## src/pf_pkg.sv

```systemverilog
// shared widths and constants of the prefetch buffer
// line width is fixed at 128 bits; the halfword arithmetic depends on it

package pf_pkg;

  typedef logic [31:0]  addr_t;   // byte address
  typedef logic [31:0]  instr_t;  // instruction word, upper half unused when compressed
  typedef logic [15:0]  half_t;   // one instruction parcel
  typedef logic [127:0] line_t;   // memory line, halfword 0 in the low bits

  ////////////////////////////////////////////////////////////////////////////
  // line geometry
  ////////////////////////////////////////////////////////////////////////////

  localparam int LINE_BYTES      = 16;
  localparam int HALVES_PER_LINE = 8;

  // queue holds the current line and the one after it
  localparam int QUEUE_DEPTH = 2;

  typedef logic [1:0] count_t;  // lines held, 0 to QUEUE_DEPTH

  ////////////////////////////////////////////////////////////////////////////
  // memory-side controller states
  ////////////////////////////////////////////////////////////////////////////

  typedef enum logic [1:0] {
    FETCH_IDLE,         // no request open
    FETCH_WAIT_GNT,     // request raised, waiting for grant
    FETCH_WAIT_RVALID   // granted, waiting for the line
  } fetch_state_e;

endpackage
```

## src/prefetch_buffer.sv

```systemverilog
// instruction prefetch buffer on a 128-bit line port, one request in flight
// nothing is fetched until the first branch gives a start address
`timescale 1ns/1ps

module prefetch_buffer
  import pf_pkg::*;
(
  input  logic   clk,
  input  logic   rst_n,

  // core side
  input  logic   branch_i,
  input  addr_t  addr_i,
  input  logic   ready_i,
  output logic   valid_o,
  output instr_t rdata_o,
  output addr_t  addr_o,

  // memory side
  output logic   instr_req_o,
  output addr_t  instr_addr_o,
  input  logic   instr_gnt_i,
  input  logic   instr_rvalid_i,
  input  line_t  instr_rdata_i,

  output logic   busy_o
);

  logic   line_valid;
  line_t  line_data;
  count_t line_count;
  line_t  head_line;
  line_t  next_line;
  logic   line_pop;

  line_fetcher line_fetcher_i (
    .clk            (clk),
    .rst_n          (rst_n),
    .branch_i       (branch_i),
    .branch_addr_i  (addr_i),
    .line_count_i   (line_count),
    .instr_gnt_i    (instr_gnt_i),
    .instr_rvalid_i (instr_rvalid_i),
    .instr_rdata_i  (instr_rdata_i),
    .instr_req_o    (instr_req_o),
    .instr_addr_o   (instr_addr_o),
    .line_valid_o   (line_valid),
    .line_data_o    (line_data),
    .busy_o         (busy_o)
  );

  // a branch empties the queue
  line_queue line_queue_i (
    .clk         (clk),
    .rst_n       (rst_n),
    .flush_i     (branch_i),
    .push_i      (line_valid),
    .push_line_i (line_data),
    .pop_i       (line_pop),
    .count_o     (line_count),
    .head_line_o (head_line),
    .next_line_o (next_line)
  );

  instr_aligner instr_aligner_i (
    .clk           (clk),
    .rst_n         (rst_n),
    .branch_i      (branch_i),
    .branch_addr_i (addr_i),
    .ready_i       (ready_i),
    .line_count_i  (line_count),
    .head_line_i   (head_line),
    .next_line_i   (next_line),
    .valid_o       (valid_o),
    .rdata_o       (rdata_o),
    .addr_o        (addr_o),
    .pop_o         (line_pop)
  );

endmodule

```

## src/instr_aligner.sv

```systemverilog
// extracts one instruction at the fetch address from the queued lines
// branch targets are assumed halfword aligned
`timescale 1ns/1ps

module instr_aligner
  import pf_pkg::*;
(
  input  logic   clk,
  input  logic   rst_n,
  input  logic   branch_i,
  input  addr_t  branch_addr_i,
  input  logic   ready_i,
  input  count_t line_count_i,
  input  line_t  head_line_i,
  input  line_t  next_line_i,
  output logic   valid_o,
  output instr_t rdata_o,
  output addr_t  addr_o,
  output logic   pop_o
);

  localparam int IDX_W  = $clog2(HALVES_PER_LINE);
  localparam int HALF_W = $bits(half_t);

  addr_t            addr_q;
  logic [IDX_W-1:0] half_idx;
  logic [IDX_W-1:0] upper_idx;
  logic [IDX_W:0]   idx_sum;   // one extra bit catches the wrap
  logic             last_half;
  half_t            lower;
  half_t            upper;
  logic             is_comp;
  logic             avail;
  logic             accept;
  addr_t            addr_next;

  assign half_idx  = addr_q[IDX_W:1];
  assign upper_idx = half_idx + 1'b1;
  assign last_half = half_idx == IDX_W'(HALVES_PER_LINE - 1);

  ////////////////////////////////////////////////////////////////////////////
  // extraction
  ////////////////////////////////////////////////////////////////////////////

  assign lower = head_line_i[half_idx * HALF_W +: HALF_W];

  // at the line end the upper parcel is halfword 0 of the following line
  assign upper = last_half ? next_line_i[HALF_W-1:0]
                           : head_line_i[upper_idx * HALF_W +: HALF_W];

  assign is_comp = lower[1:0] != 2'b11;

  // a crossing 32-bit instruction needs both lines
  assign avail = (line_count_i != '0) &&
                 (is_comp || !last_half || line_count_i == count_t'(QUEUE_DEPTH));

  assign valid_o = avail && !branch_i;
  assign rdata_o = {upper, lower};
  assign accept  = valid_o && ready_i;

  ////////////////////////////////////////////////////////////////////////////
  // address advance
  ////////////////////////////////////////////////////////////////////////////

  assign idx_sum   = {1'b0, half_idx} + (is_comp ? (IDX_W+1)'(1) : (IDX_W+1)'(2));
  assign addr_next = addr_q + (is_comp ? addr_t'(2) : addr_t'(4));
  assign pop_o     = accept && idx_sum[IDX_W];  // left the head line

  always_ff @(posedge clk or negedge rst_n) begin
    if (!rst_n) begin
      addr_q <= '0;
    end else if (branch_i) begin
      addr_q <= branch_addr_i;
    end else if (accept) begin
      addr_q <= addr_next;
    end
  end

  assign addr_o = addr_q;

endmodule

```

## src/line_queue.sv

```systemverilog
// two-line store kept in arrival order
// push without room is not checked; the fetcher guarantees it never happens
`timescale 1ns/1ps

module line_queue
  import pf_pkg::*;
(
  input  logic   clk,
  input  logic   rst_n,
  input  logic   flush_i,
  input  logic   push_i,
  input  line_t  push_line_i,
  input  logic   pop_i,
  output count_t count_o,
  output line_t  head_line_o,
  output line_t  next_line_o
);

  line_t  slots_q [QUEUE_DEPTH];
  count_t count_q;
  logic   pop_ok;
  count_t level;      // fill after this cycle's pop
  logic   push_slot;

  assign pop_ok    = pop_i && (count_q != '0);
  assign level     = count_q - count_t'(pop_ok);
  assign push_slot = level[0];  // 0 or 1 with two slots

  ////////////////////////////////////////////////////////////////////////////
  // storage
  ////////////////////////////////////////////////////////////////////////////

  // the push is written after the shift, so it lands behind the remaining line
  always_ff @(posedge clk) begin
    if (pop_ok) begin
      slots_q[0] <= slots_q[1];
    end
    if (push_i) begin
      slots_q[push_slot] <= push_line_i;
    end
  end

  always_ff @(posedge clk or negedge rst_n) begin
    if (!rst_n) begin
      count_q <= '0;
    end else if (flush_i) begin
      count_q <= '0;              // flush beats a push in the same cycle
    end else begin
      count_q <= level + count_t'(push_i);
    end
  end

  assign count_o     = count_q;
  assign head_line_o = slots_q[0];
  assign next_line_o = slots_q[1];

endmodule

```

## src/line_fetcher.sv

```systemverilog
// issues aligned line requests with at most one outstanding
// no request before the first branch; the queue must never be full on a push
`timescale 1ns/1ps

module line_fetcher
  import pf_pkg::*;
(
  input  logic   clk,
  input  logic   rst_n,
  input  logic   branch_i,
  input  addr_t  branch_addr_i,
  input  count_t line_count_i,
  input  logic   instr_gnt_i,
  input  logic   instr_rvalid_i,
  input  line_t  instr_rdata_i,
  output logic   instr_req_o,
  output addr_t  instr_addr_o,
  output logic   line_valid_o,
  output line_t  line_data_o,
  output logic   busy_o
);

  fetch_state_e state_q, state_d;
  logic         started_q;
  logic         stale_q, stale_d;
  addr_t        req_addr_q;    // held while the request waits for a grant
  addr_t        next_addr_q;   // next line to fetch
  logic         room;
  logic         grant_taken;

  // only one request is ever open, so a free slot now is still free at the response
  assign room        = line_count_i < count_t'(QUEUE_DEPTH);
  assign grant_taken = instr_req_o && instr_gnt_i;

  ////////////////////////////////////////////////////////////////////////////
  // request FSM
  ////////////////////////////////////////////////////////////////////////////

  always_comb begin
    state_d      = state_q;
    stale_d      = stale_q;
    instr_req_o  = 1'b0;
    instr_addr_o = req_addr_q;
    line_valid_o = 1'b0;

    case (state_q)
      FETCH_IDLE: begin
        instr_addr_o = next_addr_q;
        if (started_q && !branch_i && room) begin
          instr_req_o = 1'b1;
          state_d     = instr_gnt_i ? FETCH_WAIT_RVALID : FETCH_WAIT_GNT;
        end
      end
      FETCH_WAIT_GNT: begin
        instr_req_o = 1'b1;  // must stay up until granted, even across a branch
        if (branch_i) begin
          stale_d = 1'b1;
        end
        if (instr_gnt_i) begin
          state_d = FETCH_WAIT_RVALID;
        end
      end
      FETCH_WAIT_RVALID: begin
        if (instr_rvalid_i) begin
          line_valid_o = !stale_q;  // a branch in this cycle flushes the queue anyway
          stale_d      = 1'b0;
          state_d      = FETCH_IDLE;
        end else if (branch_i) begin
          stale_d = 1'b1;
        end
      end
      default: state_d = FETCH_IDLE;
    endcase
  end

  always_ff @(posedge clk or negedge rst_n) begin
    if (!rst_n) begin
      state_q     <= FETCH_IDLE;
      started_q   <= 1'b0;
      stale_q     <= 1'b0;
      req_addr_q  <= '0;
      next_addr_q <= '0;
    end else begin
      state_q <= state_d;
      stale_q <= stale_d;
      if (branch_i) begin
        started_q <= 1'b1;
      end
      if (state_q == FETCH_IDLE && instr_req_o) begin
        req_addr_q <= next_addr_q;
      end
      // a grant for a stale request must not move the target line
      if (branch_i) begin
        next_addr_q <= branch_addr_i & ~addr_t'(LINE_BYTES - 1);
      end else if (grant_taken && !stale_q) begin
        next_addr_q <= next_addr_q + addr_t'(LINE_BYTES);
      end
    end
  end

  assign line_data_o = instr_rdata_i;
  assign busy_o      = state_q != FETCH_IDLE;

endmodule

```

## config.mk

```make
export PLATFORM = sky130hd
export DESIGN_NAME = prefetch_buffer
export DESIGN_NICKNAME = d
export VERILOG_FILES = /design/src/pf_pkg.sv /design/src/prefetch_buffer.sv /design/src/instr_aligner.sv /design/src/line_queue.sv /design/src/line_fetcher.sv
export SDC_FILE = /design/constraint.sdc
export NUM_CORES = 1
export LEC_CHECK = 0
export ABC_AREA = 1
export BUFFER_PORTS_ARGS = -buffer_cell sky130_fd_sc_hd__buf_2
export CORE_ASPECT_RATIO = 0.7
export CORE_UTILIZATION = 39
export DETAILED_ROUTE_END_ITERATION = 12
export SYNTH_ARGS = -nofsm -noshare
export SYNTH_HDL_FRONTEND = slang
export SYNTH_SLANG_ARGS = --single-unit
```

## constraint.sdc

```tcl
create_clock -name clk -period 32.5 [get_ports clk]
set_clock_uncertainty 0.05 [all_clocks]
set_input_delay 1.625 -clock clk [delete_from_list [all_inputs] [get_ports clk]]
set_output_delay 1.625 -clock clk [all_outputs]
set_load 0.05 [all_outputs]
```

==> metrics.md, run 1 <==
| Metric | Value |
|---|---|
| CTS tree | `done` |
| Crit path max fanout | `78` |
| Top cells by count, synth | `736 x nand2_1, 256 x edfxtp_1, 250 x o21ai_0` |
| FF-to-FF End | `line_queue_i.slots_q[0][77]` |
| Clk_lat worst skew | `540 ps` |
| Yosys reg bits | `350` |
| Minimum clock period | `6625 ps` |
| First-pass GRT wire length | `87870 µm` |
| Synthesized area | `approximately 18000 µm²` |
| Worst slack, placed | `between 20000 and 30000 ps` |
| Dpl cells | `2823` |
| GPL Wtd Cong | `0.9257` |
| Req. time, crit path | `32600 ps` |
| Asr flop ratio synth | `26.86%` |
| Final WS setup | `25880 ps` |
| Via/cell ratio | `5.267` |
| Share of power burned in registers | `between 30% and 40%` |
| CP delay by family, top | `buffers and inverters` |
| Post-route ant nets | `0` |
| Most frequent cell after synthesis | `nand2_1` |
| Slew of the pin with the lowest slew margin | `around 1100 ps` |
| Register-to-register setup slack | `25880 ps` |
| Fmax | `~150 MHz` |
| Sequential share of the synthesized area | `a little under three fifths` |
| RSZ-0062 raised after global routing | `false` |
| Leading area contributor after synthesis | `edfxtp_1` |
| Clock Path Buffers | `3` |
| Root buf cell | `clkbuf_16` |
| Wire per inst | `20.24 µm` |
| CP max stage cell | `buf_4` |
| Final non-filler cell total | `2892` |
| Leading post-synthesis cells by cell area | `edfxtp_1 43%, nand2_1 16%, dfrtp_1 13%, o21ai_0 7.1%, inv_1 3.5%` |
| Clk pwr share | `approximately a quarter` |
| Status | `completed` |
| Pin count of the biggest net entering global routing | `101` |
| Core area | `44200 µm²` |
| Sw Share | `45.91%` |
| Synthesized instance count | `2066` |
| Starting Density | `40.02%` |
| Area growth syn-to-layout | `16.44%` |
| P_int | `roughly 0.00093 W` |
| Static Leakage | `approximately 9.0 nW` |
| Fillers | `4366` |
| Tcrit/Tclk final | `20.38%` |
| Switching pwr | `0.0007924 W` |
| Clk pin slew, worst setup/hold paths | `60 ps` |
| DRC | `0` |
| Fin. max-slew vios | `0` |
| Hold Vio Cnt, Final | `0` |
| Peak VDD IR | `0.04289 mV` |
| Std-Cell Rows | `64` |
| # setup viols final | `0` |
| CTS Sinks | `350` |
| Port Buf Inserts | `260` |
| Cell variety after synth | `39` |
| Slowest stage delay, CP | `~800 ps` |
| Post-synthesis area per instance | `between 8 and 9 µm²` |
| CP Class | `register to register` |
| Final setup TNS | `0 ps` |
| Post-synth top flop | `edfxtp_1` |
| H-tree depth | `2` |
| Max-slew headroom | `between 20% and 30%` |
| Detailed Route Iter0 Violations | `1931` |
| First-pass detailed-route iteration total | `6` |
| Hold depth | `2` |
| Setup bufs post-CTS | `0` |
| Hpwl dp | `roughly 42000 µm` |
| Overflow after GRT | `0` |
| PD cells | `83.79 nW/µm²` |
| Comb pwr share | `42.4%` |
| Area of the multi-input gates | `6536 µm²` |
| Die Ht | `180.2 µm` |
| Crit path DAT | `6730 ps` |
| Buf+Inv Stages, Crit Path | `5` |
| Share of cells above drive strength 1 | `15.54%` |
| I/O pin count | `265` |
| CTS resizes | `0` |
| HP Class | `register to register` |
| Endpoint, Worst Hold | `instr_aligner_i.addr_o[0]` |
| Maxcap violations | `0` |
| Fin area | `~21000 µm²` |
| Crit start category | `register` |
| CP most frequent cell | `nand2_1` |
| Antenna violations before repair | `2` |
| DIE AREA | `between 40000 and 50000 µm²` |
| Nets@finish | `2447` |
| Vias | `15230` |
| GRT Overall Usage | `25.07%` |
| Hold slack final | `424.3 ps` |
| Sequential cell area | `10040 µm²` |
| Post-synth EDFFs | `256` |
| Yosys Warn Count | `0` |
| Post-synth top area share | `between 40 and 50%` |
| Hold path startpoint | `instr_aligner_i.addr_o[0]` |
| R2R depth | `19` |
| CTS Buf Count | `38` |
| Placed Area | `19380 µm²` |
| Ant diodes | `0` |
| CP cell instances | `buf_4 > nand2_1 > nand3_1 > nand2_1 > nand2_1 > nand2_1 > nand2_1 > inv_1 > ha_1 > nand2_1 > nand2_1 > nand2_2 > nor2_1 > ha_1 > ha_4 > clkinv_2 > o21ai_4 > buf_4 > buf_4` |
| Number of global-route vias before repair | `~14000` |
| Die width | `256.6 µm` |
| R2R Path Start | `instr_aligner_i.addr_o[1]` |
| Total wire length | `58540 µm` |
| Crit. End Element | `register` |
| Hold-fix buffers at CTS | `0` |
[routing by layer]
layer	part of all wire [%]	GRT usage (%)	wire [µm]	vias up
li1	-	-	-	7251
met1	48	40.05	28100	7227
met2	39	33.05	23050	686
met3	11	6.821	6390	63
met4	1.7	5.119	967	4
met5	0.036	0	21	-
[power by group through the flow]
stage,registers (W),logic [W],clock network (W)
floorplan,0.000579,0.000499,0
global placement,0.000567,0.000718,0
detailed placement,0.000568,0.000722,0
CTS,0.000560,0.000724,0.000440
global route,0.000565,0.000787,0.000458
finish,0.000561,0.000732,0.000432
[final cells by class]
type / count / share of cell area (%)
Sequential cell: 350 / 48.76
Multi-Input combinational cell: 1433 / 31.73
Timing Repair Buffer: 274 / 6.840
Clock buffer: 45 / 4.896
Tap cell: 594 / 3.608
Inverter: 172 / 3.153
Clock inverter: 24 / 1.014
[worst reg2reg max path, cell delays in order, from the launching register on]
cell and delay [ps]:
dfrtp_4 770, buf_4 650, nand2_1 170, nand3_1 110, nand2_1 70, nand2_1 60
nand2_1 110, nand2_1 140, inv_1 60, ha_1 270, nand2_1 70, nand2_1 50
nand2_2 160, nor2_1 80, ha_1 360, ha_4 620, clkinv_2 700, o21ai_4 200
buf_4 610, buf_4 820
[per-stage QoR]
step           power (W)  utilization [%]
2_1_floorplan   0.001078                -
3_3_place_gp    0.001286            43.85
3_5_place_dp    0.001291            43.85
4_1_cts         0.001724            46.60
5_1_grt         0.001810            46.60
6_report        0.001726            46.60
[placed cells by master (no fill, tap or decap), types with 5 or more instances in the layout]
cell type	netlist	routed
edfxtp_1	256	256
buf_2	15	259
o221ai_1	12	12
clkbuf_1	77	5
nand4_1	9	9
xor2_1	23	23
nor3_1	10	10
dfrtp_1	94	93
a31oi_1	17	17
nand2_2	5	5
inv_1	166	166
a21oi_1	99	99
clkinv_1	1	6
nor2_1	113	113
nand2_1	736	736
o211ai_1	20	20
buf_4	8	15
o21ai_0	250	249
ha_1	11	9
o21ai_1	7	7
clkbuf_16	0	39
clkinv_2	0	10
nand3_1	95	95
[state kept, by name (all words and copies together) (netlist names)]
signal,cells
instr_aligner_i.addr_o,32
line_fetcher_i.next_addr_q,28
line_fetcher_i.req_addr_q,28
line_fetcher_i.stale_q,1
line_fetcher_i.started_q,1
line_fetcher_i.state_q,2
line_queue_i.count_o,2
line_queue_i.slots_q,256
[kinds of logic after synthesis]
family / after synthesis / share of synthesized area [%]
other: 1 / 0.02120
adder cells (fa/ha/maj): 12 / 0.8911
XOR/XNOR: 25 / 1.238
buffers and inverters: 286 / 6.570
flip-flops: 350 / 56.75
AND/OR/NAND/NOR: 981 / 22.16
AO/OA/AOI/OAI: 411 / 12.37
[how the worst max path moves through the flow]
stage / cells after the start / end / startpoint / slack, ps
after floorplan: 13 / line_queue_i.slots_q[0][0] / instr_aligner_i.addr_o[1] / 20520
after global placement: 11 / line_queue_i.slots_q[0][105] / branch_i / 25780
after detailed placement: 11 / line_queue_i.slots_q[0][105] / branch_i / 25640
after CTS: 19 / line_queue_i.slots_q[0][108] / instr_aligner_i.addr_o[1] / 25800
after global routing: 19 / line_queue_i.slots_q[0][77] / instr_aligner_i.addr_o[1] / 25400
final: 19 / line_queue_i.slots_q[0][77] / instr_aligner_i.addr_o[1] / 25880
(Power assumes the default switching activity.)
==> run 2: changes to the inputs <==
Clock period 32.5 ns to 6.6 ns, I/O delays scaled along.
==> run 2 against run 1 <==
Compared with the run above: fmax increased by 31%; critical path depth is 1 lower; utilization increased by 2.9 points; combinational power rose to 4.9 times the previous value; sequential share of layout area fell by 2.9 points; cell count increased by 4.6%; highest routed layer is now met4; critical path type unchanged; design area rose by 6.3%; largest cell class unchanged.
==> metrics.md, run 2 (synthesized netlist as in run 1, its figures left out) <==
| Metric | Value |
|---|---|
| Clock Path Buffers | `3` |
| Port Buf Inserts | `260` |
| Vias | `15830` |
| # setup viols final | `0` |
| R2R depth | `18` |
| GRT Overall Usage | `25.18%` |
| Total wire length | `58970 µm` |
| Req. time, crit path | `6710 ps` |
| Commonest non-fill, non-tap cell in the layout | `nand2_1` |
| Crit start category | `register` |
| Met3 Resource Use GR | `3.769%` |
| Static Leakage | `9.487 nW` |
| Fmax | `between 150 and 200 MHz` |
| DIE AREA | `46230 µm²` |
| Via/cell ratio | `5.232` |
| Maxcap violations | `0` |
| Root buf cell | `clkbuf_16` |
| Commonest non-fill, non-tap cells in the layout | `736 x nand2_1, 259 x buf_2, 256 x edfxtp_1, 249 x o21ai_0, 166 x inv_1` |
| Hold path startpoint | `addr_i[16]` |
| R2R Path Start | `instr_aligner_i.addr_o[1]` |
| Most Crowded Layer GR | `met1` |
| Max-slew headroom | `20.39%` |
| Met1 Use GR | `39.66%` |
| Share of cells above drive strength 1 | `around 15%` |
| Pin count of the biggest net entering global routing | `129` |
| CTS Sinks | `350` |
| Final setup TNS | `0 ps` |
| Hpwl dp | `41250 µm` |
| Tcrit/Tclk final | `between 70% and 80%` |
| Fillers | `around 4300` |
| CP Class | `register to register` |
| Number of global-route vias before repair | `roughly 15000` |
| Clk pin slew, worst setup/hold paths | `approximately 60 ps` |
| Clk_lat worst skew | `530 ps` |
| CTS tree | `done` |
| GPL Wtd Cong | `0.9254` |
| Register-to-register setup slack | `between 1500 and 2000 ps` |
| Antenna violations before repair | `1` |
| Max reg flops | `256` |
| Core area | `44200 µm²` |
| Hold slack final | `45.77 ps` |
| Slowest stage delay, CP | `about 800 ps` |
| Post-route ant nets | `0` |
| Endpoint, Worst Hold | `line_fetcher_i.next_addr_q[16]` |
| CP most frequent cell | `nand2_1` |
| HP Class | `input port to register` |
| Hold depth | `3` |
| Hold Vio Cnt, Final | `0` |
| Crit. End Element | `register` |
| Overflow after GRT | `0` |
| Met2 usage | `34.88%` |
| Nets@finish | `2579` |
| Final WS setup | `1561 ps` |
| Fin. max-slew vios | `0` |
| Starting Density | `40.02%` |
| Wire per inst | `19.49 µm` |
| Status | `completed` |
| H-tree depth | `2` |
| Die Ht | `180.2 µm` |
| Die width | `256.6 µm` |
| Peak VDD IR | `between 0.3 and 0.4 mV` |
| CTS Buf Count | `38` |
| RSZ-0062 raised after global routing | `false` |
| Worst slack, placed | `around 1700 ps` |
| CP cell instances | `buf_4 > o21ai_0 > nand2_1 > nand2_1 > nand2_1 > nand2_2 > nand2_1 > inv_1 > ha_1 > nand2_1 > nand2_1 > nand2_2 > nor2_1 > ha_1 > ha_4 > clkinv_2 > o21ai_4 > buf_12` |
| CP max stage cell | `dfrtp_4` |
| Detailed Route Iter0 Violations | `1690` |
| Crit path max fanout | `128` |
| First-pass GRT wire length | `89400 µm` |
| Std-Cell Rows | `64` |
| Reg with most FFs | `line_queue_i.slots_q` |
| First-pass detailed-route iteration total | `6` |
| DRC | `0` |
| I/O pin count | `265` |
| Slew of the pin with the lowest slew margin | `1193 ps` |
| FF-to-FF End | `line_queue_i.slots_q[0][76]` |
| PD cells | `385.4 nW/µm²` |
| Minimum clock period | `between 5000 and 6000 ps` |
| Area growth syn-to-layout | `23.77%` |
| Crit path DAT | `5150 ps` |
run 2: cell count changes in the layout (fill, tap and decap cells not counted), sizes merged:
cell	delta
dlygate4sd3	+130
clkbuf	+4
buf	+2
bufinv	-1
clkinvlp	-1
diode	+1
inv	-1
run 2: worst max path at each step:
stage / start / to / slack, ps / cells after the start
after floorplan: instr_aligner_i.addr_o[1] / line_queue_i.slots_q[1][0] / 390 / 17
after global placement: instr_aligner_i.addr_o[1] / line_queue_i.slots_q[0][119] / 1770 / 18
after detailed placement: instr_aligner_i.addr_o[1] / line_queue_i.slots_q[0][110] / 1690 / 18
after CTS: instr_aligner_i.addr_o[1] / line_queue_i.slots_q[0][110] / 1680 / 18
after global routing: instr_aligner_i.addr_o[1] / line_queue_i.slots_q[0][95] / 1260 / 18
final: instr_aligner_i.addr_o[1] / line_queue_i.slots_q[0][76] / 1560 / 18
run 2: area by class of cell:
cell class / count / area [µm²] / area share [%]
Antenna cell: 1 / 2.502 / 0.01143
Clock buffer: 49 / 992.2 / 4.531
Clock inverter: 21 / 178.9 / 0.8171
Tap cell: 594 / 743.2 / 3.394
Inverter: 172 / 649.4 / 2.966
Timing Repair Buffer: 406 / 2750 / 12.56
Sequential cell: 350 / 10040 / 45.87
Multi-Input combinational cell: 1433 / 6536 / 29.85
run 2: timing repair:
item                                   CTS  global route
gates resized for setup                  0             0
hold buffers                           130             0
buffers inserted                         0             0
endpoints found under the hold margin  154             0
run 2: routing by layer:
layer  part of all wire [%]  wire [µm]
met3                    7.8       4620
met2                     41      24180
met5                      0          0
met1                     48      28280
met4                    3.2       1890
run 2: metrics by stage:
step | area [µm²] | util [%] | std cells | total power, W
floorplan | 17710 | - | 2069 | 0.005289
global placement | 19420 | 43.94 | 2825 | 0.006277
detailed placement | 19420 | 43.94 | 2825 | 0.006312
CTS | 21890 | 49.53 | 3025 | 0.008438
global route | 21900 | 49.54 | 3026 | 0.008828
finish | 21900 | 49.54 | 3026 | 0.008439
run 2: report_power, final:
group,switching [W],internal (W),total [W]
clock,0.000906,0.00115,0.00206
combinational,0.00276,0.000852,0.00362
sequential,0.000187,0.00258,0.00276
total,0.00386,0.00458,0.00844
run 2: worst max-delay path: cells and delay by family, from the launching register on:
kind,cells,cell delay (ps)
buf+inv,4,1410
fa+ha+maj,3,1000
flops,1,780
compound gates,2,320
simple gates,9,780
